File: config.mk
export PLATFORM = sky130hd
export DESIGN_NAME = lc4_ooo_core
export DESIGN_NICKNAME = d
export VERILOG_FILES = /design/src/lc4_pkg.sv /design/src/lc4_alu_pipe.sv /design/src/lc4_fetch.sv /design/src/lc4_ooo_core.sv /design/src/lc4_prf.sv /design/src/lc4_rename.sv /design/src/lc4_rob.sv
export SDC_FILE = /design/constraint.sdc
export NUM_CORES = 2
export LEC_CHECK = 0
export BUFFER_PORTS_ARGS = -buffer_cell sky130_fd_sc_hd__buf_2
export CAP_MARGIN = 0
export CORE_MARGIN = 5
export CORE_UTILIZATION = 32
export CTS_BUF_LIST = sky130_fd_sc_hd__clkbuf_2 sky130_fd_sc_hd__clkbuf_4 sky130_fd_sc_hd__clkbuf_8
export CTS_CLUSTER_SIZE = 25
export DETAILED_ROUTE_END_ITERATION = 8
export SLEW_MARGIN = 20
export SYNTH_ARGS = -nofsm -noshare
export SYNTH_HDL_FRONTEND = slang
export SYNTH_HIERARCHICAL = 1
export SYNTH_SLANG_ARGS = --single-unit
export TNS_END_PERCENT = 20
File: constraint.sdc
create_clock -name gwe -period 9.15 [get_ports gwe]
set_input_delay 0 -clock gwe [delete_from_list [all_inputs] [get_ports gwe]]
set_output_delay 0 -clock gwe [all_outputs]
set_load 0.005 [all_outputs]
File: src/lc4_pkg.sv
`default_nettype none

package lc4_pkg;

   localparam int XLEN      = 16;
   localparam int AREG_W    = 3;   // 8 architectural registers
   localparam int PREG_N    = 16;
   localparam int PREG_W    = 4;
   localparam int FREE_N    = 8;   // Physical registers not mapped at reset
   localparam int FREE_W    = 3;
   localparam int ROB_DEPTH = 4;
   localparam int ROB_W     = 2;
   localparam int CREDIT_W  = 3;

   localparam logic [XLEN-1:0] RESET_PC = 16'h8200;

   localparam logic [3:0] OP_ARITH = 4'b0001;
   localparam logic [3:0] OP_LOGIC = 4'b0101;
   localparam logic [3:0] OP_CONST = 4'b1001;

   // ADD, MUL, SUB and the immediate ADD write; DIV is outside the subset
   function automatic logic insn_writes_rd(input logic [XLEN-1:0] insn);
      case (insn[15:12])
         OP_ARITH: return insn[5] || (insn[4:3] != 2'b11);
         OP_LOGIC: return 1'b1;
         OP_CONST: return 1'b1;
         default:  return 1'b0;
      endcase
   endfunction

   function automatic logic insn_reads_rs(input logic [XLEN-1:0] insn);
      case (insn[15:12])
         OP_ARITH: return insn[5] || (insn[4:3] != 2'b11);
         OP_LOGIC: return 1'b1;
         default:  return 1'b0;
      endcase
   endfunction

   // Immediate forms and NOT have no second source
   function automatic logic insn_reads_rt(input logic [XLEN-1:0] insn);
      case (insn[15:12])
         OP_ARITH: return !insn[5] && (insn[4:3] != 2'b11);
         OP_LOGIC: return !insn[5] && (insn[4:3] != 2'b01);
         default:  return 1'b0;
      endcase
   endfunction

   function automatic logic [2:0] nzp_of(input logic [XLEN-1:0] value);
      if (value == '0)
         return 3'b010;
      else if (value[XLEN-1])
         return 3'b100;
      else
         return 3'b001;
   endfunction

endpackage

`default_nettype wire

File: src/lc4_alu_pipe.sv
`timescale 1ns/1ps
`default_nettype none

module lc4_alu_pipe (
   input  logic                       gwe,
   input  logic                       rst_n,
   input  logic                       issue_valid,
   input  logic [lc4_pkg::ROB_W-1:0]  issue_index,
   input  logic [lc4_pkg::XLEN-1:0]   issue_insn,
   input  logic [lc4_pkg::PREG_W-1:0] issue_pd,
   input  logic [lc4_pkg::XLEN-1:0]   rs_value,
   input  logic [lc4_pkg::XLEN-1:0]   rt_value,
   output logic                       wb_valid,
   output logic [lc4_pkg::ROB_W-1:0]  wb_index,
   output logic [lc4_pkg::PREG_W-1:0] wb_preg,
   output logic [lc4_pkg::XLEN-1:0]   wb_value
);

   logic                       s1_valid;
   logic [lc4_pkg::ROB_W-1:0]  s1_index;
   logic [lc4_pkg::XLEN-1:0]   s1_insn, s1_rs, s1_rt;
   logic [lc4_pkg::PREG_W-1:0] s1_pd;
   logic [lc4_pkg::XLEN-1:0]   imm5, imm9, result;

   assign imm5 = {{11{s1_insn[4]}}, s1_insn[4:0]};
   assign imm9 = {{7{s1_insn[8]}}, s1_insn[8:0]};

   always_comb begin
      result = '0;                          // Anything outside the subset
      case (s1_insn[15:12])
         lc4_pkg::OP_ARITH:
            if (s1_insn[5])
               result = s1_rs + imm5;
            else
               case (s1_insn[4:3])
                  2'b00:   result = s1_rs + s1_rt;
                  2'b01:   result = s1_rs * s1_rt;
                  2'b10:   result = s1_rs - s1_rt;
                  default: result = '0;     // DIV
               endcase
         lc4_pkg::OP_LOGIC:
            if (s1_insn[5])
               result = s1_rs & imm5;
            else
               case (s1_insn[4:3])
                  2'b00:   result = s1_rs & s1_rt;
                  2'b01:   result = ~s1_rs;
                  2'b10:   result = s1_rs | s1_rt;
                  default: result = s1_rs ^ s1_rt;
               endcase
         lc4_pkg::OP_CONST: result = imm9;
         default:           result = '0;
      endcase
   end

   always_ff @(posedge gwe or negedge rst_n) begin
      if (!rst_n) begin
         s1_valid <= 1'b0;
         wb_valid <= 1'b0;
      end else begin
         s1_valid <= issue_valid;
         wb_valid <= s1_valid && lc4_pkg::insn_writes_rd(s1_insn);  // No-ops drop out here
      end
   end

   // Operand latch, then result register
   always_ff @(posedge gwe) begin
      s1_index <= issue_index;
      s1_insn  <= issue_insn;
      s1_pd    <= issue_pd;
      s1_rs    <= rs_value;
      s1_rt    <= rt_value;
      wb_index <= s1_index;
      wb_preg  <= s1_pd;
      wb_value <= result;
   end

endmodule

`default_nettype wire

File: src/lc4_fetch.sv
`timescale 1ns/1ps
`default_nettype none

module lc4_fetch (
   input  logic                     gwe,
   input  logic                     rst_n,
   output logic [lc4_pkg::XLEN-1:0] imem_addr,
   input  logic [lc4_pkg::XLEN-1:0] imem_out,
   input  logic                     credit_return,
   output logic                     fetch_valid,
   output logic [lc4_pkg::XLEN-1:0] fetch_pc,
   output logic [lc4_pkg::XLEN-1:0] fetch_insn
);

   logic [lc4_pkg::XLEN-1:0]     pc_q;
   logic [lc4_pkg::CREDIT_W-1:0] credits_q;  // Free reorder-buffer slots

   assign fetch_valid = (credits_q != '0);
   assign imem_addr   = pc_q;
   assign fetch_pc    = pc_q;
   assign fetch_insn  = imem_out;            // Memory answers in the same cycle

   always_ff @(posedge gwe or negedge rst_n) begin
      if (!rst_n) begin
         pc_q      <= lc4_pkg::RESET_PC;
         credits_q <= lc4_pkg::ROB_DEPTH[lc4_pkg::CREDIT_W-1:0];
      end else begin
         if (fetch_valid)
            pc_q <= pc_q + 1'b1;             // PC holds while out of credits
         // Take and return in the same cycle cancel out
         case ({fetch_valid, credit_return})
            2'b10:   credits_q <= credits_q - 1'b1;
            2'b01:   credits_q <= credits_q + 1'b1;
            default: credits_q <= credits_q;
         endcase
      end
   end

endmodule

`default_nettype wire

File: src/lc4_ooo_core.sv
`timescale 1ns/1ps
`default_nettype none

module lc4_ooo_core (
   input  logic                       gwe,
   input  logic                       rst_n,
   output logic [lc4_pkg::XLEN-1:0]   imem_addr,
   input  logic [lc4_pkg::XLEN-1:0]   imem_out,
   output logic                       commit_valid,
   output logic [lc4_pkg::XLEN-1:0]   commit_pc,
   output logic [lc4_pkg::XLEN-1:0]   commit_insn,
   output logic [lc4_pkg::XLEN-1:0]   commit_value,
   output logic                       commit_we,
   output logic [lc4_pkg::AREG_W-1:0] commit_reg,
   output logic [2:0]                 commit_nzp
);

   logic                       fetch_valid, credit_return, alloc_valid;
   logic [lc4_pkg::XLEN-1:0]   fetch_pc, fetch_insn;
   logic [lc4_pkg::PREG_W-1:0] ps1, ps2, pd, pd_old;
   logic                       free_valid;
   logic [lc4_pkg::PREG_W-1:0] free_preg;
   logic [lc4_pkg::PREG_W-1:0] rd1_preg, rd2_preg;
   logic [lc4_pkg::XLEN-1:0]   rd1_value, rd2_value;
   logic [lc4_pkg::PREG_N-1:0] ready;
   logic                       issue_valid;
   logic [lc4_pkg::ROB_W-1:0]  issue_index;
   logic [lc4_pkg::XLEN-1:0]   issue_insn;
   logic [lc4_pkg::PREG_W-1:0] issue_pd;
   logic                       wb_valid;
   logic [lc4_pkg::ROB_W-1:0]  wb_index;
   logic [lc4_pkg::PREG_W-1:0] wb_preg;
   logic [lc4_pkg::XLEN-1:0]   wb_value;

   // Fresh destination loses its ready bit
   assign alloc_valid = fetch_valid && lc4_pkg::insn_writes_rd(fetch_insn);

   lc4_fetch i_fetch (.gwe, .rst_n, .imem_addr, .imem_out, .credit_return,
                      .fetch_valid, .fetch_pc, .fetch_insn);

   lc4_rename i_rename (.gwe, .rst_n, .fetch_valid, .fetch_insn, .ps1, .ps2, .pd, .pd_old,
                        .free_valid, .free_preg);

   lc4_prf i_prf (.gwe, .rst_n, .alloc_valid, .alloc_preg(pd), .rd1_preg, .rd2_preg,
                  .rd1_value, .rd2_value, .ready, .wb_valid, .wb_preg, .wb_value);

   lc4_rob i_rob (.gwe, .rst_n, .fetch_valid, .fetch_pc, .fetch_insn, .ps1, .ps2, .pd, .pd_old,
                  .ready, .rd1_preg, .rd2_preg, .issue_valid, .issue_index, .issue_insn,
                  .issue_pd, .wb_valid, .wb_index, .wb_value, .credit_return, .free_valid,
                  .free_preg, .commit_valid, .commit_pc, .commit_insn, .commit_value,
                  .commit_we, .commit_reg, .commit_nzp);

   lc4_alu_pipe i_alu (.gwe, .rst_n, .issue_valid, .issue_index, .issue_insn, .issue_pd,
                       .rs_value(rd1_value), .rt_value(rd2_value),
                       .wb_valid, .wb_index, .wb_preg, .wb_value);

endmodule

`default_nettype wire

File: src/lc4_prf.sv
`timescale 1ns/1ps
`default_nettype none

module lc4_prf (
   input  logic                       gwe,
   input  logic                       rst_n,
   input  logic                       alloc_valid,
   input  logic [lc4_pkg::PREG_W-1:0] alloc_preg,
   input  logic [lc4_pkg::PREG_W-1:0] rd1_preg,
   input  logic [lc4_pkg::PREG_W-1:0] rd2_preg,
   output logic [lc4_pkg::XLEN-1:0]   rd1_value,
   output logic [lc4_pkg::XLEN-1:0]   rd2_value,
   output logic [lc4_pkg::PREG_N-1:0] ready,
   input  logic                       wb_valid,
   input  logic [lc4_pkg::PREG_W-1:0] wb_preg,
   input  logic [lc4_pkg::XLEN-1:0]   wb_value
);

   logic [lc4_pkg::XLEN-1:0]   regs_q [lc4_pkg::PREG_N];
   logic [lc4_pkg::PREG_N-1:0] ready_q;
   logic [lc4_pkg::PREG_N-1:0] wb_hit;

   always_comb begin
      wb_hit          = '0;
      wb_hit[wb_preg] = wb_valid;
   end

   // A writeback makes its register usable in the same cycle
   assign ready     = ready_q | wb_hit;
   assign rd1_value = (wb_valid && wb_preg == rd1_preg) ? wb_value : regs_q[rd1_preg];
   assign rd2_value = (wb_valid && wb_preg == rd2_preg) ? wb_value : regs_q[rd2_preg];

   always_ff @(posedge gwe or negedge rst_n) begin
      if (!rst_n) begin
         for (int i = 0; i < lc4_pkg::PREG_N; i++)
            regs_q[i] <= '0;
         ready_q <= '1;
      end else begin
         if (alloc_valid)
            ready_q[alloc_preg] <= 1'b0;   // Value pending until writeback
         if (wb_valid) begin
            regs_q[wb_preg]  <= wb_value;
            ready_q[wb_preg] <= 1'b1;
         end
      end
   end

endmodule

`default_nettype wire

File: src/lc4_rename.sv
`timescale 1ns/1ps
`default_nettype none

module lc4_rename (
   input  logic                       gwe,
   input  logic                       rst_n,
   input  logic                       fetch_valid,
   input  logic [lc4_pkg::XLEN-1:0]   fetch_insn,
   output logic [lc4_pkg::PREG_W-1:0] ps1,
   output logic [lc4_pkg::PREG_W-1:0] ps2,
   output logic [lc4_pkg::PREG_W-1:0] pd,
   output logic [lc4_pkg::PREG_W-1:0] pd_old,
   input  logic                       free_valid,
   input  logic [lc4_pkg::PREG_W-1:0] free_preg
);

   localparam int AREG_N = 1 << lc4_pkg::AREG_W;

   logic [lc4_pkg::PREG_W-1:0] map_q  [AREG_N];
   logic [lc4_pkg::PREG_W-1:0] free_q [lc4_pkg::FREE_N];
   logic [lc4_pkg::FREE_W-1:0] fl_head_q;   // Next register to hand out
   logic [lc4_pkg::FREE_W-1:0] fl_tail_q;   // Slot for the next recycled register
   logic [lc4_pkg::AREG_W-1:0] rd, rs, rt;
   logic                       alloc;

   // Register fields of the LC4 word
   assign rd = fetch_insn[11:9];
   assign rs = fetch_insn[8:6];
   assign rt = fetch_insn[2:0];

   assign alloc  = fetch_valid && lc4_pkg::insn_writes_rd(fetch_insn);
   assign ps1    = map_q[rs];
   assign ps2    = map_q[rt];
   assign pd_old = map_q[rd];
   assign pd     = alloc ? free_q[fl_head_q] : map_q[rd];

   // Free list cannot run dry with at most ROB_DEPTH allocations in flight
   always_ff @(posedge gwe or negedge rst_n) begin
      if (!rst_n) begin
         for (int i = 0; i < AREG_N; i++)
            map_q[i] <= i[lc4_pkg::PREG_W-1:0];
         for (int i = 0; i < lc4_pkg::FREE_N; i++)
            free_q[i] <= i[lc4_pkg::PREG_W-1:0] + AREG_N[lc4_pkg::PREG_W-1:0];
         fl_head_q <= '0;
         fl_tail_q <= '0;
      end else begin
         if (alloc) begin
            map_q[rd] <= free_q[fl_head_q];
            fl_head_q <= fl_head_q + 1'b1;
         end
         if (free_valid) begin                // Old mapping of a committed write
            free_q[fl_tail_q] <= free_preg;
            fl_tail_q         <= fl_tail_q + 1'b1;
         end
      end
   end

endmodule

`default_nettype wire

File: src/lc4_rob.sv
`timescale 1ns/1ps
`default_nettype none

module lc4_rob (
   input  logic                       gwe,
   input  logic                       rst_n,
   input  logic                       fetch_valid,
   input  logic [lc4_pkg::XLEN-1:0]   fetch_pc,
   input  logic [lc4_pkg::XLEN-1:0]   fetch_insn,
   input  logic [lc4_pkg::PREG_W-1:0] ps1,
   input  logic [lc4_pkg::PREG_W-1:0] ps2,
   input  logic [lc4_pkg::PREG_W-1:0] pd,
   input  logic [lc4_pkg::PREG_W-1:0] pd_old,
   input  logic [lc4_pkg::PREG_N-1:0] ready,
   output logic [lc4_pkg::PREG_W-1:0] rd1_preg,
   output logic [lc4_pkg::PREG_W-1:0] rd2_preg,
   output logic                       issue_valid,
   output logic [lc4_pkg::ROB_W-1:0]  issue_index,
   output logic [lc4_pkg::XLEN-1:0]   issue_insn,
   output logic [lc4_pkg::PREG_W-1:0] issue_pd,
   input  logic                       wb_valid,
   input  logic [lc4_pkg::ROB_W-1:0]  wb_index,
   input  logic [lc4_pkg::XLEN-1:0]   wb_value,
   output logic                       credit_return,
   output logic                       free_valid,
   output logic [lc4_pkg::PREG_W-1:0] free_preg,
   output logic                       commit_valid,
   output logic [lc4_pkg::XLEN-1:0]   commit_pc,
   output logic [lc4_pkg::XLEN-1:0]   commit_insn,
   output logic [lc4_pkg::XLEN-1:0]   commit_value,
   output logic                       commit_we,
   output logic [lc4_pkg::AREG_W-1:0] commit_reg,
   output logic [2:0]                 commit_nzp
);

   logic [lc4_pkg::XLEN-1:0]   pc_q     [lc4_pkg::ROB_DEPTH];
   logic [lc4_pkg::XLEN-1:0]   insn_q   [lc4_pkg::ROB_DEPTH];
   logic [lc4_pkg::XLEN-1:0]   result_q [lc4_pkg::ROB_DEPTH];
   logic [lc4_pkg::PREG_W-1:0] ps1_q    [lc4_pkg::ROB_DEPTH];
   logic [lc4_pkg::PREG_W-1:0] ps2_q    [lc4_pkg::ROB_DEPTH];
   logic [lc4_pkg::PREG_W-1:0] pd_q     [lc4_pkg::ROB_DEPTH];
   logic [lc4_pkg::PREG_W-1:0] pd_old_q [lc4_pkg::ROB_DEPTH];

   logic [lc4_pkg::ROB_DEPTH-1:0] entry_valid;
   logic [lc4_pkg::ROB_DEPTH-1:0] issued;
   logic [lc4_pkg::ROB_DEPTH-1:0] done;
   logic [lc4_pkg::ROB_W-1:0]     head_q, tail_q;
   logic                          issue_nop;

   // Oldest ready entry, scanning from the head
   always_comb begin
      logic [lc4_pkg::ROB_W-1:0] idx;
      logic                      srcs_ok;
      issue_valid = 1'b0;
      issue_index = head_q;
      for (int i = 0; i < lc4_pkg::ROB_DEPTH; i++) begin
         idx     = head_q + i[lc4_pkg::ROB_W-1:0];
         srcs_ok = (!lc4_pkg::insn_reads_rs(insn_q[idx]) || ready[ps1_q[idx]]) &&
                   (!lc4_pkg::insn_reads_rt(insn_q[idx]) || ready[ps2_q[idx]]);
         if (!issue_valid && entry_valid[idx] && !issued[idx] && srcs_ok) begin
            issue_valid = 1'b1;
            issue_index = idx;
         end
      end
   end

   assign rd1_preg   = ps1_q[issue_index];
   assign rd2_preg   = ps2_q[issue_index];
   assign issue_insn = insn_q[issue_index];
   assign issue_pd   = pd_q[issue_index];
   assign issue_nop  = issue_valid && !lc4_pkg::insn_writes_rd(issue_insn);  // No writeback

   assign commit_valid  = entry_valid[head_q] && done[head_q];
   assign commit_pc     = pc_q[head_q];
   assign commit_insn   = insn_q[head_q];
   assign commit_value  = result_q[head_q];
   assign commit_we     = lc4_pkg::insn_writes_rd(commit_insn);
   assign commit_reg    = commit_insn[11:9];
   assign commit_nzp    = lc4_pkg::nzp_of(commit_value);
   assign credit_return = commit_valid;
   assign free_valid    = commit_valid && commit_we;
   assign free_preg     = pd_old_q[head_q];

   always_ff @(posedge gwe or negedge rst_n) begin
      if (!rst_n) begin
         entry_valid <= '0;
         issued      <= '0;
         done        <= '0;
         head_q      <= '0;
         tail_q      <= '0;
      end else begin
         if (commit_valid) begin
            entry_valid[head_q] <= 1'b0;
            head_q              <= head_q + 1'b1;
         end
         if (fetch_valid) begin             // Credit guarantees a free slot
            entry_valid[tail_q] <= 1'b1;
            issued[tail_q]      <= 1'b0;
            done[tail_q]        <= 1'b0;
            tail_q              <= tail_q + 1'b1;
         end
         if (issue_valid)
            issued[issue_index] <= 1'b1;
         if (issue_nop)
            done[issue_index] <= 1'b1;
         if (wb_valid)
            done[wb_index] <= 1'b1;
      end
   end

   always_ff @(posedge gwe) begin
      if (fetch_valid) begin
         pc_q[tail_q]     <= fetch_pc;
         insn_q[tail_q]   <= fetch_insn;
         ps1_q[tail_q]    <= ps1;
         ps2_q[tail_q]    <= ps2;
         pd_q[tail_q]     <= pd;
         pd_old_q[tail_q] <= pd_old;
      end
      if (issue_nop)
         result_q[issue_index] <= '0;
      if (wb_valid)
         result_q[wb_index] <= wb_value;
   end

endmodule

`default_nettype wire

# [Word-level counts from Yosys, hierarchy flattened]
# Memories as Yosys holds them, arrays and structs flattened. A register that Yosys moved wholly into a read port is not among the register bits.
# Cells that the tools add are included.
[classes] n_addsub=12 mul=1 n_lt_le_gt_ge=34 eq_ne=35 n_mux=118 bitwise=27 n_reduce_logical=82
[op_table] op="256-bit bitwise mux" count=1
[op_table] op="16-bit 2-to-1 mux" count=11
[op_table] op="16-bit one-hot mux with 3 select lines" count=3
[op_table] op="16-bit binary-select mux with 4-bit select" count=2
[op_table] op="4-bit 2-to-1 mux" count=18
[op_table] op="16-bit AND" count=4
[op_table] op="32-bit bitwise mux" count=2
[op_table] op="16-bit demux with 4-bit select" count=1
[op_table] op="4-bit by 5-bit < comparator with 1-bit output (second input constant)" count=10
[op_table] op="4-bit binary-select mux with 3-bit select" count=4
[op_table] op="16-bit bitwise OR" count=3
[op_table] op="1-bit logical AND" count=39
[op_table] op="1-bit 2-to-1 mux" count=33
[op_table] op="16-bit adder" count=2
[op_table] op="1-bit binary-select mux with 4-bit select" count=8
[op_table] op="16-bit inverter" count=2
[op_table] op="4-bit by 1-bit equality test with 1-bit output (second input constant)" count=7
[op_table] op="4-bit by 3-bit equality test with 1-bit output (second input constant)" count=7
[op_table] op="4-bit demux with 3-bit select" count=2
[op_table] op="1-bit one-hot mux with 2 select lines" count=12
[op_table] op="2-bit by 3-bit < comparator with 1-bit output (second input constant)" count=7
[op_table] op="4-bit greater-or-equal comparator (second input constant)" count=5
[op_table] op="1-bit logical NOT" count=20
[op_table] op="3-bit inverter with 4-bit output" count=5
[op_table] op="35 further kinds" count=101
[totals] reg_bits=451 ram_bits=256 in_bits=18 out_inout_bits=72 elab_cells=367 memories=7
[memory_table] memory="i_rob.insn_q" depth=4 width=16 rd=5 rd_clocked_by_memory_dff=0 write_ports=1 line="lc4_rob.sv:37" text="logic [lc4_pkg::XLEN-1:0] insn_q [lc4_pkg::ROB_DEPTH];"
[memory_table] memory="i_rob.pc_q" depth=4 width=16 rd=1 rd_clocked_by_memory_dff=0 write_ports=1 line="lc4_rob.sv:36" text="logic [lc4_pkg::XLEN-1:0] pc_q [lc4_pkg::ROB_DEPTH];"
[memory_table] memory="i_rob.result_q" depth=4 width=16 rd=1 rd_clocked_by_memory_dff=0 write_ports=2 line="lc4_rob.sv:38" text="logic [lc4_pkg::XLEN-1:0] result_q [lc4_pkg::ROB_DEPTH];"
[memory_table] memory="i_rob.pd_old_q" depth=4 width=4 rd=1 rd_clocked_by_memory_dff=0 write_ports=1 line="lc4_rob.sv:42" text="logic [lc4_pkg::PREG_W-1:0] pd_old_q [lc4_pkg::ROB_DEPTH];"
[memory_table] memory="i_rob.pd_q" depth=4 width=4 rd=1 rd_clocked_by_memory_dff=1 write_ports=1 line="lc4_rob.sv:41" text="logic [lc4_pkg::PREG_W-1:0] pd_q [lc4_pkg::ROB_DEPTH];"
[memory_table] memory="i_rob.ps1_q" depth=4 width=4 rd=5 rd_clocked_by_memory_dff=0 write_ports=1 line="lc4_rob.sv:39" text="logic [lc4_pkg::PREG_W-1:0] ps1_q [lc4_pkg::ROB_DEPTH];"
[memory_table] memory="+1 memories"

# [Logic depth before layout (Yosys ltp)]
# An unclocked memory read counts as a cell.
[logic_depth] word_depth=36 ltp_mapped=28 depth_no_buf=21

# [Hierarchy]
# Netlist, hierarchy kept.
[modules_own_cells] module="lc4_prf" instances=1 cells_each=964 area_per_inst_um2=15095.7 seq_area_each_um2=6826.5
[modules_own_cells] module="lc4_rob" instances=1 cells_each=956 area_per_inst_um2=14266.2 seq_area_each_um2=8087.8
[modules_own_cells] module="lc4_alu_pipe" instances=1 cells_each=1038 area_per_inst_um2=8672.1 seq_area_each_um2=1511.4
[modules_own_cells] module="lc4_rename" instances=1 cells_each=269 area_per_inst_um2=3918.8 seq_area_each_um2=1791.7
[modules_own_cells] module="lc4_fetch" instances=1 cells_each=103 area_per_inst_um2=1106.1 seq_area_each_um2=479.2
[modules_own_cells] module="lc4_ooo_core" instances=1 cells_each=4 area_per_inst_um2=23.8 seq_area_each_um2=0.0

# [Worst setup path before layout]
# OpenSTA, ideal clock, no wires.
[synth_path] path_kind="reg2reg" from="reg i_rob/head_q[1] (netlist name)" to="reg i_alu/s1_rs[13] (netlist name)" setup_time_ns=0.121 arrival_time_ns=6.015 required_time_ns=9.029 slack_ns=3.014 path_stages_with_launch=27 n_path_buf=8 period_less_slack_ns=6.136 path_cell_list="dfrtp_1 -> buf_2 -> buf_2 -> inv_1 -> clkbuf_1 -> ha_1 -> buf_4 -> mux4_2 -> xor2_1 -> and2_1 -> o41ai_1 -> nor4_2 -> or2_1 -> and4b_1 -> and4bb_4 -> buf_12 -> inv_2 -> clkbuf_1 -> nand2_1 -> and3_1 -> a31oi_1 -> buf_6 -> buf_6 -> mux4_2 -> mux2i_1 -> mux2i_1 -> mux2_2"
[synth_via] elab_chain_cells=30 elab_cells_between_ends=129 classes_between="add/sub (3); eq/ne (17); mux (50); bitwise (1); reduce/logical (55); memory (3)"
[synth_lines] item="start, declared" line="lc4_rob.sv:47" text="logic [lc4_pkg::ROB_W-1:0] head_q, tail_q;"
[synth_lines] item="start signal, assigned" line="lc4_rob.sv:94" text="head_q <= head_q + 1'b1;"
[synth_lines] item="parallel branches: the longest is 23 deep, another holds memory read 4 x 4 bit"
[synth_lines] item="2-bit 2-to-1 mux (*)" line="lc4_rob.sv:60" text="if (!issue_valid && entry_valid[idx] && !issued[idx] && srcs_ok) begin"
[synth_lines] item="memory read 4 x 4 bit"
[synth_lines] item="named net rd1_preg, one bit" line="lc4_ooo_core.sv:23" text="logic [lc4_pkg::PREG_W-1:0] rd1_preg, rd2_preg;"
[synth_lines] item="4-bit inverter with 5-bit output (implied by the code)" line="lc4_prf.sv:30" text="assign rd1_value = (wb_valid && wb_preg == rd1_preg) ? wb_value : regs_q[rd1_preg];"
[synth_lines] item="16-bit binary-select mux with 4-bit select" line="lc4_prf.sv:30"
[synth_lines] item="16-bit 2-to-1 mux (implied by the code) (2 in a row)" line="lc4_prf.sv:30"
[synth_lines] item="16-bit 2-to-1 mux (*)" line="lc4_prf.sv:30"
[synth_lines] item="named net rd1_value, one bit" line="lc4_ooo_core.sv:24" text="logic [lc4_pkg::XLEN-1:0] rd1_value, rd2_value;"
[synth_lines] item="end signal, assigned" line="lc4_alu_pipe.sv:71" text="s1_rs <= rs_value;"
[synth_lines] item="end, declared" line="lc4_alu_pipe.sv:21" text="logic [lc4_pkg::XLEN-1:0] s1_insn, s1_rs, s1_rt;"
# Mark *: on every way through the listed nets, which the timed path passes. The select of a mux whose other input is x is not followed.
# A chain may end at the register's enable or synchronous reset.

# [Final worst setup path]
[layout_path] from="reg i_rob/head_q[1] (netlist name)" to="reg i_alu/s1_rs[15] (netlist name)"
# Same word-level chain as after synthesis.

==> impl_results.md <==
- Status: finished clean
- Clk slew on worst S/H paths: 0.07 ns
- Core Area: 0.133 sq mm
- Critical Path AT: 8.04 ns
- I/O Buffers: 89
- Clk buf depth: 3
- Die Ht: 377 um
- Cell area after placement: 0.0449 sq mm
- Die area: 0.142 sq mm
- HP Class: in2reg
- Setup violators final: 0
- CTS root buffer: clkbuf_8
- Num ports: 90
- Seq pwr share: 52.1%
- All-Layer GR Usage: 16.3%
- Max-Cap Viols: 0
- Pwr Total: 6.28 mW
- DRT Pass-1 Iters: 6
- Cell-internal power: 4.93 mW
- Hpwl dp: 75900 um
- Fin crit period: 7.39 ns
- Lkg Pwr: 18.6 nW
- Final hold vios: 0
- Syn_nets: 3542
- Leading cell types in the layout, fill and taps excluded: 354 x mux2_2, 326 x dfrtp_1, 266 x nand2_1, 263 x mux4_2, 256 x edfxtp_1
- TritonCTS Sinks: 708
- Number of DRC markers in iteration 0: 2335
- RSZ-0062 raised after global routing: false
- Final ANT Viol Nets: 0
- CTS tree: yes
- Clock power share: 46.7%
- Layout cells sized above 1: 32.7%
- Crit end category: flip-flop
- Starting density of the core: 32.2%
- Remaining global-route overflow: 0
- Worst ir drop on vdd: 0.000106 V
- Routability cong.: 0.891
- Maximum clock frequency: 135 MHz
- Drt wl/cell: 22.3 um
- Finished Core Util: 35.7%
- Tcrit/Tclk final: 80.7%
- Nets: 3582
- Critical Path Start Type: flip-flop
- Worst-skew pair later-pin latency: 0.80 ns
- Area growth syn-to-layout: 10.9%
- Slew HR: 30.4%
- NetSw: 1.35 mW
- Post-Syn Area: 0.0430 sq mm
- Final wirelength: 117000 um
- Largest net degree at the start of global routing: 143
- Setup TNS: 0 ns
- DRC: 0
- CTS Buf Count: 109
- Rows: 134
- First-pass GRT wire length: 178000 um
- Power Density: 132 mW/mm^2
- Vias in the first global route: 27967
- Initial antenna violation count: 2
- Synth warn: 6
- Final Skew: 0.0466 ns
- Clock H-tree levels: 3
- Via count: 27687
- CP required: 9.81 ns
- Crit path kind: reg2reg
- Worst-path fanout max: 64
- Finished Cell Area: 0.0477 sq mm
- Power share of the combinational group: 1.3%
- Sw frac: 21.6%
- Max-slew violations: 0
- Chip Width: 377 um
- Vias per cell: 5.30
- CTS resizes: 0
- Most common cell after layout, fill and taps aside: mux2_2
- Syn Area/Cell: 13.0 sq um
- Final hold slack: 0.0948 ns
- Worst-Margin Slew: 1.04 ns
- Mapped Cells: 3316
==> power groups by stage <==
stage | registers (mW) | logic, mW | clock network (mW)
floorplan | 3.33 | 0.0260 | 0
global placement | 3.33 | 0.0712 | 0
detailed placement | 3.33 | 0.0718 | 0
CTS | 3.27 | 0.0824 | 3.01
global route | 3.27 | 0.0896 | 3.16
finish | 3.27 | 0.0796 | 2.93
==> layer usage <==
| metal | routed length, um | global-route usage [%] |
|---|---|---|
| met1 | 53200 | 23.4 |
| met2 | 53100 | 25.1 |
| met3 | 6570 | 2.82 |
| met4 | 3710 | 5.40 |
| met5 | 0 | 0 |
==> layout make-up <==
class                           count  area, sq um
Antenna cell                        5         12.5
Sequential cell                   708        18700
Multi-Input combinational cell   2182        22400
Fill cell                       13019        85800
Tap cell                         1768         2210
Inverter                          185          694
Clock inverter                     29          288
Clock buffer                      178         2190
Timing Repair Buffer              170         1230
==> worst paths after layout <==
check,from,to,slack (ns),cells past startpoint
max,i_rob/head_q[1],i_alu/s1_rs[15],1.76,20
min reg2reg,i_alu/s1_pd[1],i_alu/wb_preg[1],0.30,0
min in group asynchronous,rst_n,i_prf/regs_q[105],0.29,3
min,imem_out[14],i_rob/insn_q[2][14],0.09,2
max in group asynchronous,rst_n,i_rob/head_q[0],6.98,5
max reg2reg,i_rob/head_q[1],i_alu/s1_rs[15],1.76,20
==> stage by stage <==
stage	setup WS (ns)	cells
6_report	1.76	5225
5_1_grt	1.31	5223
4_1_cts	1.81	5220
3_5_place_dp	1.76	4990
3_3_place_gp	1.85	4990
2_1_floorplan	3.02	3316
==> registers in the layout, summed over array words and instances (netlist names), 13 cells and up <==
register and count:
i_rob/ps1_q 16, i_rob/result_q 64, i_fetch/fetch_pc 16, i_alu/wb_value 16, i_prf/ready_q 16, i_alu/s1_rt 16
i_rob/insn_q 64, i_rob/pc_q 64, i_rename/free_q 32, i_alu/s1_insn 13, i_rob/pd_old_q 16, i_rob/pd_q 16
i_rob/ps2_q 16, i_alu/s1_rs 16, i_prf/regs_q 256, i_rename/map_q 32
==> worst max-delay path, cell delays in order, from the launching register on <==
cell	delay [ns]
dfrtp_4	0.69
inv_1	0.31
ha_1	0.38
buf_4	0.32
mux4_2	0.60
or2_0	0.26
o22ai_1	0.16
a2111oi_0	0.11
nor4_2	0.74
or2_1	0.21
and4b_1	0.21
and4bb_4	0.53
buf_4	0.41
nand2_1	0.09
and3_1	0.21
a31oi_4	0.21
buf_4	0.78
mux4_2	0.41
mux2i_1	0.15
mux2i_1	0.09
mux2_2	0.27
==> what timing repair did <==
action                                 4_1_cts  5_1_grt
buffers inserted                             0        0
endpoints found under the hold margin      262        0
hold buffers                                23        0
No activity file was read; power rests on OpenSTA's default activity.
